<file path="src/hdl/core_cfg_pkg.sv">
package core_cfg_pkg;

    // Datapath
    localparam int unsigned XLEN = 32;  // Data and address width
    localparam int unsigned LANES = 2;  // Issue lanes

    // General-purpose register file
    localparam int unsigned REG_ADDR_W = 5;
    localparam int unsigned NUM_REGS = 32;
    localparam int unsigned READ_PORTS = 4;  // Two source operands per lane

    // Frontend interface
    localparam int unsigned FTQ_ID_W = 3;  // Fetch target queue id

    // Data-cache request
    localparam int unsigned STRB_W = 4;  // One strobe bit per byte

    // Step from the idle PC to the refetch target
    localparam int unsigned INSTR_BYTES = 4;

endpackage

</file>
<file path="src/hdl/core_types_pkg.sv">
package core_types_pkg;

    import core_cfg_pkg::*;

    // Register write of one lane at write-back
    typedef struct packed {
        logic                  we;
        logic [REG_ADDR_W-1:0] waddr;
        logic [XLEN-1:0]       wdata;
        logic [XLEN-1:0]       pc;  // PC of the writing instruction
    } wb_reg_t;

    // Data-cache request of one lane
    typedef struct packed {
        logic              ce;   // Request strobe
        logic              we;   // Store when set, load otherwise
        logic [STRB_W-1:0] sel;  // Byte enables
        logic [XLEN-1:0]   addr;
        logic [XLEN-1:0]   data;
    } mem_req_t;

    // Branch resolution of one lane in execute
    typedef struct packed {
        logic                taken;
        logic [XLEN-1:0]     target;
        logic [FTQ_ID_W-1:0] ftq_id;
    } branch_t;

    // Control events from the commit side
    typedef struct packed {
        logic excp;
        logic tlbrefill;  // Qualifies excp
        logic ertn;
        logic idle;
        logic refetch;
    } except_t;

    // Targets for the control events
    typedef struct packed {
        logic [XLEN-1:0]     eentry;
        logic [XLEN-1:0]     tlbrentry;
        logic [XLEN-1:0]     era;
        logic [XLEN-1:0]     idle_pc;
        logic [FTQ_ID_W-1:0] ctrl_ftq_id;  // FTQ id shared by all events
    } redirect_vec_t;

    // Redirect toward the frontend
    typedef struct packed {
        logic                flush;
        logic [XLEN-1:0]     next_pc;
        logic [FTQ_ID_W-1:0] ftq_id;
    } redirect_t;

endpackage

</file>
<file path="src/hdl/backend_merge_top.sv">
module backend_merge_top
    import core_cfg_pkg::*;
    import core_types_pkg::*;
(
    input  logic                                      clk,
    input  logic                                      reset_i,

    // Register file
    input  wb_reg_t       [LANES-1:0]                 wb_i,
    input  logic          [READ_PORTS-1:0][REG_ADDR_W-1:0] rd_addr_i,
    output logic          [READ_PORTS-1:0][XLEN-1:0]       rd_data_o,

    // Data cache
    input  mem_req_t      [LANES-1:0]                 mem_req_i,
    output mem_req_t                                  dcache_req_o,

    // Redirect
    input  except_t                                   except_i,
    input  redirect_vec_t                             redirect_vec_i,
    input  branch_t       [LANES-1:0]                 branch_i,
    input  logic                                      ex_stall_i,
    output redirect_t                                 redirect_o
);

    logic [LANES-1:0] mem_ce;
    logic             dcache_valid;
    mem_req_t         dcache_payload;

    redirect_unit u_redirect (
        .clk           (clk),
        .reset_i       (reset_i),
        .except_i      (except_i),
        .redirect_vec_i(redirect_vec_i),
        .branch_i      (branch_i),
        .ex_stall_i    (ex_stall_i),
        .redirect_o    (redirect_o)
    );

    // Lane strobes come from the request ce bits
    always_comb begin
        for (int i = 0; i < LANES; i++) begin
            mem_ce[i] = mem_req_i[i].ce;
        end
    end

    lane_select #(
        .payload_t(mem_req_t)
    ) u_dcache_select (
        .clk      (clk),
        .reset_i  (reset_i),
        .valid_i  (mem_ce),
        .payload_i(mem_req_i),
        .valid_o  (dcache_valid),
        .payload_o(dcache_payload)
    );

    // Held payload keeps its old ce, the registered strobe replaces it
    always_comb begin
        dcache_req_o    = dcache_payload;
        dcache_req_o.ce = dcache_valid;
    end

    regs_file u_regfile (
        .clk      (clk),
        .reset_i  (reset_i),
        .wb_i     (wb_i),
        .rd_addr_i(rd_addr_i),
        .rd_data_o(rd_data_o)
    );

endmodule

</file>
<file path="src/hdl/lane_select.sv">
module lane_select
    import core_cfg_pkg::*;
#(
    parameter type payload_t = logic [XLEN-1:0]
) (
    input  logic                       clk,
    input  logic                       reset_i,
    input  logic     [LANES-1:0]       valid_i,
    input  payload_t [LANES-1:0]       payload_i,
    output logic                       valid_o,
    output payload_t                   payload_o
);

    payload_t sel_payload;

    // Lowest valid lane wins, scan runs from the top so lane 0 lands last
    always_comb begin
        sel_payload = payload_i[0];
        for (int i = LANES - 1; i >= 0; i--) begin
            if (valid_i[i]) begin
                sel_payload = payload_i[i];
            end
        end
    end

    always_ff @(posedge clk) begin
        if (reset_i) begin
            valid_o <= 1'b0;
        end else begin
            valid_o <= |valid_i;
        end
    end

    // Payload only moves on a strobe
    always_ff @(posedge clk) begin
        if (|valid_i) begin
            payload_o <= sel_payload;
        end
    end

endmodule

</file>
<file path="src/hdl/redirect_unit.sv">
module redirect_unit
    import core_cfg_pkg::*;
    import core_types_pkg::*;
(
    input  logic                     clk,
    input  logic                     reset_i,
    input  except_t                  except_i,
    input  redirect_vec_t            redirect_vec_i,
    input  branch_t       [LANES-1:0] branch_i,
    input  logic                     ex_stall_i,
    output redirect_t                redirect_o
);

    logic                event_hit;
    logic [XLEN-1:0]     event_pc;
    logic                event_valid_q;
    logic [XLEN-1:0]     event_pc_q;
    logic [FTQ_ID_W-1:0] event_ftq_id_q;

    logic [LANES-1:0]    branch_valid;
    logic                branch_valid_q;
    branch_t             branch_q;

    // Any control event forces a redirect
    assign event_hit = except_i.excp | except_i.ertn | except_i.idle | except_i.refetch;

    // Fixed event priority
    always_comb begin
        if (except_i.excp) begin
            event_pc = except_i.tlbrefill ? redirect_vec_i.tlbrentry : redirect_vec_i.eentry;
        end else if (except_i.ertn) begin
            event_pc = redirect_vec_i.era;
        end else if (except_i.idle) begin
            event_pc = redirect_vec_i.idle_pc;
        end else begin
            event_pc = redirect_vec_i.idle_pc + XLEN'(INSTR_BYTES);  // Refetch
        end
    end

    always_ff @(posedge clk) begin
        if (reset_i) begin
            event_valid_q <= 1'b0;
        end else begin
            event_valid_q <= event_hit;
        end
    end

    always_ff @(posedge clk) begin
        if (event_hit) begin
            event_pc_q     <= event_pc;
            event_ftq_id_q <= redirect_vec_i.ctrl_ftq_id;
        end
    end

    // A stalled execute stage may hold a branch with stale operands
    always_comb begin
        for (int i = 0; i < LANES; i++) begin
            branch_valid[i] = branch_i[i].taken & ~ex_stall_i;
        end
    end

    lane_select #(
        .payload_t(branch_t)
    ) u_branch_select (
        .clk      (clk),
        .reset_i  (reset_i),
        .valid_i  (branch_valid),
        .payload_i(branch_i),
        .valid_o  (branch_valid_q),
        .payload_o(branch_q)
    );

    // Registered event outranks registered branch
    always_comb begin
        redirect_o.flush = event_valid_q | branch_valid_q;
        if (event_valid_q) begin
            redirect_o.next_pc = event_pc_q;
            redirect_o.ftq_id  = event_ftq_id_q;
        end else if (branch_valid_q) begin
            redirect_o.next_pc = branch_q.target;
            redirect_o.ftq_id  = branch_q.ftq_id;
        end else begin
            redirect_o.next_pc = '0;
            redirect_o.ftq_id  = '0;
        end
    end

endmodule

</file>
<file path="src/hdl/regs_file.sv">
module regs_file
    import core_cfg_pkg::*;
    import core_types_pkg::*;
(
    input  logic                                   clk,
    input  logic                                   reset_i,
    input  wb_reg_t [LANES-1:0]                    wb_i,
    input  logic    [READ_PORTS-1:0][REG_ADDR_W-1:0] rd_addr_i,
    output logic    [READ_PORTS-1:0][XLEN-1:0]       rd_data_o
);

    logic [XLEN-1:0] regs [NUM_REGS];

    // Lanes written in order so lane 1 lands on top of lane 0
    always_ff @(posedge clk) begin
        if (reset_i) begin
            for (int r = 0; r < NUM_REGS; r++) begin
                regs[r] <= '0;
            end
        end else begin
            for (int l = 0; l < LANES; l++) begin
                if (wb_i[l].we && (wb_i[l].waddr != '0)) begin
                    regs[wb_i[l].waddr] <= wb_i[l].wdata;
                end
            end
        end
    end

    // No bypass of same-cycle writes
    always_comb begin
        for (int p = 0; p < READ_PORTS; p++) begin
            if (rd_addr_i[p] == '0) begin
                rd_data_o[p] = '0;  // r0 hardwired
            end else begin
                rd_data_o[p] = regs[rd_addr_i[p]];
            end
        end
    end

endmodule

</file>
<file path="config.mk">
export PLATFORM = sky130hd
export DESIGN_NAME = backend_merge_top
export DESIGN_NICKNAME = d
export VERILOG_FILES = /design/src/hdl/core_cfg_pkg.sv /design/src/hdl/core_types_pkg.sv /design/src/hdl/backend_merge_top.sv /design/src/hdl/lane_select.sv /design/src/hdl/redirect_unit.sv /design/src/hdl/regs_file.sv
export SDC_FILE = /design/constraint.sdc
export NUM_CORES = 2
export LEC_CHECK = 0
export BUFFER_PORTS_ARGS = -buffer_cell sky130_fd_sc_hd__buf_2
export CELL_PAD_IN_SITES_DETAIL_PLACEMENT = 1
export CELL_PAD_IN_SITES_GLOBAL_PLACEMENT = 1
export CORE_ASPECT_RATIO = 1.75
export CORE_MARGIN = 4
export CORE_UTILIZATION = 35
export DETAILED_ROUTE_END_ITERATION = 16
export GPL_ROUTABILITY_DRIVEN = 0
export GPL_TIMING_DRIVEN = 0
export PLACE_DENSITY = 0.64
export SLEW_MARGIN = 0
export SYNTH_ARGS = -nofsm -noshare
export SYNTH_HDL_FRONTEND = slang
export SYNTH_SLANG_ARGS = --single-unit
</file>
<file path="constraint.sdc">
create_clock -name clk -period 4 [get_ports clk]
set_input_delay 0.8 -clock clk [delete_from_list [all_inputs] [get_ports clk]]
set_output_delay 0.8 -clock clk [all_outputs]
set_load 0.03 [all_outputs]
</file>
## After elaboration in Yosys (flattened, before gate mapping)

Memories as Yosys holds them, arrays and structs flattened.
Cells that the tools add are included.
W data, S select, Z words.

- Register bits: 142
- Memory bits (writable): 1024
- Output and inout port bits: 234
- Logic and storage cells: 60
- Memories kept: 1

- $add $sub $neg: 1
- Muxes and demuxes: 28
- Bitwise gates (word level): 7
- Reduce and logical (&&, ||, !) cells: 12

Memories:

| name | depth | bits a word | read ports | clocked after Yosys merged registers in | write ports | line | source |
|---|---|---|---|---|---|---|---|
| u_regfile.regs | 32 | 32 | 4 | 0 | 32 | regs_file.sv:12 | `logic [XLEN-1:0] regs [NUM_REGS];` |

Operators with widths:

| kind | number |
|---|---|
| $mux W32 | 10 |
| $mux W35 | 4 |
| $mux W69 | 2 |
| $reduce_or A32 Y1 | 2 |
| $add A32 B3 Y32 const B | 1 |
| $logic_not A5 Y1 | 4 |
| $mux W1 | 10 |
| $mux W5 | 2 |
| $reduce_bool A5 Y1 | 2 |
| $or A1 B1 Y1 | 4 |
| $reduce_or A2 Y1 | 2 |
| $and A1 B1 Y1 | 2 |
| $logic_and A1 B1 Y1 | 2 |
| $not A1 Y1 | 1 |

## Longest topological paths before layout

- Depth in word-level cells: 7
- Depth in mapped cells: 8
- Mapped depth without buffers: 6

## Cells and area by module

From an unflattened synthesis, not the netlist that was laid out.

- Cells, all modules: 5778
- Area total of the unflattened synthesis: 83242.3 um^2

Modules (own cells, without submodules):

| module | instances | cells each | area each (um^2) | seq. area each (um^2) |
|---|---|---|---|---|
| regs_file | 1 | 5229 | 75089.5 | 30749.5 |
| lane_select at u_dcache_select | 1 | 152 | 3359.5 | 2122.0 |
| redirect_unit | 1 | 316 | 3060.4 | 1071.0 |
| lane_select at u_redirect.u_branch_select | 1 | 80 | 1725.4 | 1101.1 |
| backend_merge_top | 1 | 1 | 7.5 | 0.0 |

## Worst setup path after synthesis

OpenSTA, ideal clock, no wires.

- Kind: input to register
- Start point: in wb_i[67] (netlist bit)
- End point: mem u_regfile.regs[4][0] (enable)
- Setup time: 0.466 ns
- Arrival: 3.817 ns
- Data required time: 3.534 ns
- Slack: -0.282 ns
- Stages: 4
- Cells stage by stage: buf_2 or3b_1 clkbuf_1 o21ai_0

RTL lines:

| what | line | source |
|---|---|---|
| start: declaration | backend_merge_top.sv:9 | `input wb_reg_t [LANES-1:0] wb_i,` |
| end: declaration | regs_file.sv:12 |  |

==> results by group <==
Routing
  – Wire per inst: 55.1 µm
  – 1st-iter DRT viols: 12400
  – Iteration count of the initial detailed-routing pass: 12
  – Final wirelength: 537 mm
  – Via Count: 75100
  – Drt drc: 0
  – Final ANT Viol Nets: 0
  – Via-to-Cell Ratio: 7.71

Clocking
  – H-tree levels: 3
  – Root buf cell: clkbuf_16
  – CTS Buf Count: 120
  – # hold bufs at CTS: 0
  – CTS tree: built
  – # clock sinks: 1166
  – Maximum clock path buffer count: 3
  – Register clock-pin slew on the reported worst setup and hold paths: 60 ps

STA
  – Max frequency: 0.235 GHz
  – Final setup viols: 108
  – Least-Margin Pin Slew: 1560 ps
  – Final Hold Fails: 0
  – Post-layout minimum cycle time: 4250 ps
  – Min Hold Slack: 163 ps
  – Slew Limit Fails: 16
  – Setup TNS Final: -8700 ps
  – Tcrit/Tclk final: 1.06
  – RSZ-0062 raised after global routing: yes
  – Slew headroom: -0.0463
  – Final worst slack: -248 ps

Worst setup path
  – Startpoint Class: input pin
  – CP max FO: 11
  – CP Capture Type: output pin
  – Crit path required time: 3200 ps
  – Setup Crit Path Kind: input pin to output pin
  – Arr. time, crit path: 3450 ps

Die
  – Initial core utilization: 0.352
  – Die area: 243000 µm²
  – Num rows: 235
  – Die Ht: 649 µm
  – # IOs: 745
  – Core box area: 234000 µm²
  – DIE WIDTH: 375 µm

Min path
  – Hold WC Path Type: input pin to register
  – Hold path depth: 1

Yosys
  – Most used DFF post-synth: edfxtp_1
  – Compound-Gate Fraction of Synth Area: 0.151
  – Syn Inst Count: 5565
  – Synthesized area per cell: 14.8 µm²
  – Area contributors post-synth: edfxtp_1 42%, mux4_2 28%, a22o_1 11%, mux2_2 4.7%, mux2i_1 2.2%
  – XOR/XNOR Fraction of Synth Area: 0.00255
  – Synth Cell Area: 82300 µm²
  – Synth top area share: 0.424
  – FF+latch count, synth: 1166
  – Synth warn: 0
  – Synth Area in Adders: 0.000152
  – Synth Area in Simple Gates: 0.0264
  – Yosys cell types: 60
  – Fraction of registers with async set/reset: 0
  – Largest family of logic cells by synthesized area: multiplexers
  – Sequential-to-total area share from yosys stat: 0.425
  – Mux contribution to synthesized area: 0.350
  – Post-synth top area cell: edfxtp_1
  – EDFF count, synth: 1163

Global route
  – Initial antenna violation count: 66
  – First-pass GRT wire length: 703 mm
  – Vias in the first global route: 73500
  – Grt ovf: 0
  – Largest net degree at the start of global routing: 42
  – GRT Util Overall: 0.438

Finish
  – Filler cells: 23800
  – Most frequent cells in the layout: 1163 x edfxtp_1, 1026 x a22o_1, 1024 x mux4_2, 753 x buf_2, 347 x clkbuf_1
  – Final instance area: 98800 µm²
  – Share of cells above drive strength 1: 0.463
  – Final core utilization: 0.422
  – P&R area growth vs syn: 20.1%
  – Most common cell after layout, fill and taps aside: edfxtp_1
  – NumNets Final: 6955

Placed design
  – Placed Area: 90500 µm²
  – Pre-CTS WS: -1990 ps
  – Number of I/O port buffers: 658
  – Dpl hpwl: 407 mm

Flow run
  – Max-Cap Viols: 4

Pwr
  – Leak pwr: 33.8 nW
  – Pwr Density: 376 nW/µm²
  – Maximum vdd ir drop: 0.000409 V

Run status
  – Status: finished with violations
  – Failing checks: capacitance limit, slew limit, setup timing
-- critical path: stages --
cell,delay [ps]
buf_2,250
buf_12,280
buf_8,290
buf_8,260
mux2i_1,180
a21oi_1,310
o21ai_0,220
a31oi_2,490
buf_2,300
-- Yosys cell counts, types with 4 or more instances --
cell / instances
a211oi_1: 7
a21oi_1: 170
a221oi_1: 41
a22o_1: 1026
a22oi_1: 104
a31oi_1: 96
and2_1: 4
and3_1: 4
and4_1: 4
buf_1: 30
buf_2: 248
buf_4: 72
buf_6: 9
clkbuf_1: 447
edfxtp_1: 1163
mux2_2: 346
mux2i_1: 181
mux4_2: 1024
nand2_1: 123
nand2b_1: 8
nand3_1: 13
nand4_1: 6
nor2_1: 123
nor2b_1: 22
nor3_1: 12
nor3_2: 24
nor4_2: 4
o21ai_0: 147
o21ai_1: 7
or2_2: 7
or3_1: 27
xnor2_1: 16
xor2_1: 8
-- state kept, by name, summed over array words and instances, names as in the netlist --
name	cells
u_dcache_select.payload_o	69
u_dcache_select.valid_o	1
u_redirect.event_ftq_id_q	3
u_redirect.event_pc_q	32
u_redirect.event_valid_q	1
u_redirect.u_branch_select.payload_o	35
u_redirect.u_branch_select.valid_o	1
u_regfile.regs	1024
-- path summary, 6_finish.rpt --
check / start / endpoint
min: redirect_vec_i[1] / u_redirect.event_ftq_id_q[1]
max: rd_addr_i[10] / rd_data_o[77]
-- power breakdown --
group          total [mW]  switching [mW]  internal [mW]
sequential           15.1           0.831           14.3
combinational        9.86            6.27           3.59
clock                12.2            5.74           6.43
-- area by class of cell --
cell class,instances,area [µm²],share of cell area
Inverter,4,15.0,0.000152
Timing Repair Buffer,731,4610,0.0467
Multi-Input combinational cell,3620,45300,0.459
Buffer,800,5720,0.0578
Clock inverter,88,877,0.00888
Antenna cell,120,300,0.00304
Tap cell,3081,3850,0.0390
Sequential cell,1166,35000,0.354
Clock buffer,138,3130,0.0317
-- repair_timing --
item                       CTS  global route
pin swaps                    1             4
setup buffers                3            20
setup endpoints to repair  138           129
gates resized for setup    778           317
-- cell families (layout without fill, tap and decap cells) --
family	count (synthesis)	after routing
other cells	1	152
buf+inv	810	1761
mux	1551	1551
xor+xnor	24	24
fa+ha+maj	1	1
compound gates	1603	1603
simple gates	409	409
flops	1166	1166
-- per-layer routing --
layer	up-vias	wire, µm	global-route usage
met3	3403	73800	0.233
li1	25900	-	-
met1	37300	140000	0.385
met5	-	622	0.0220
met2	8539	241000	0.679
met4	39	81700	0.465
-- per-stage QoR --
stage          instances  total power, mW
5_1_grt             9708             37.4
3_5_place_dp        9373             23.9
4_1_cts             9597             36.0
2_1_floorplan       5596             19.8
6_report            9748             37.2
3_3_place_gp        9335             23.6
Power figures use the tool's default switching activity.
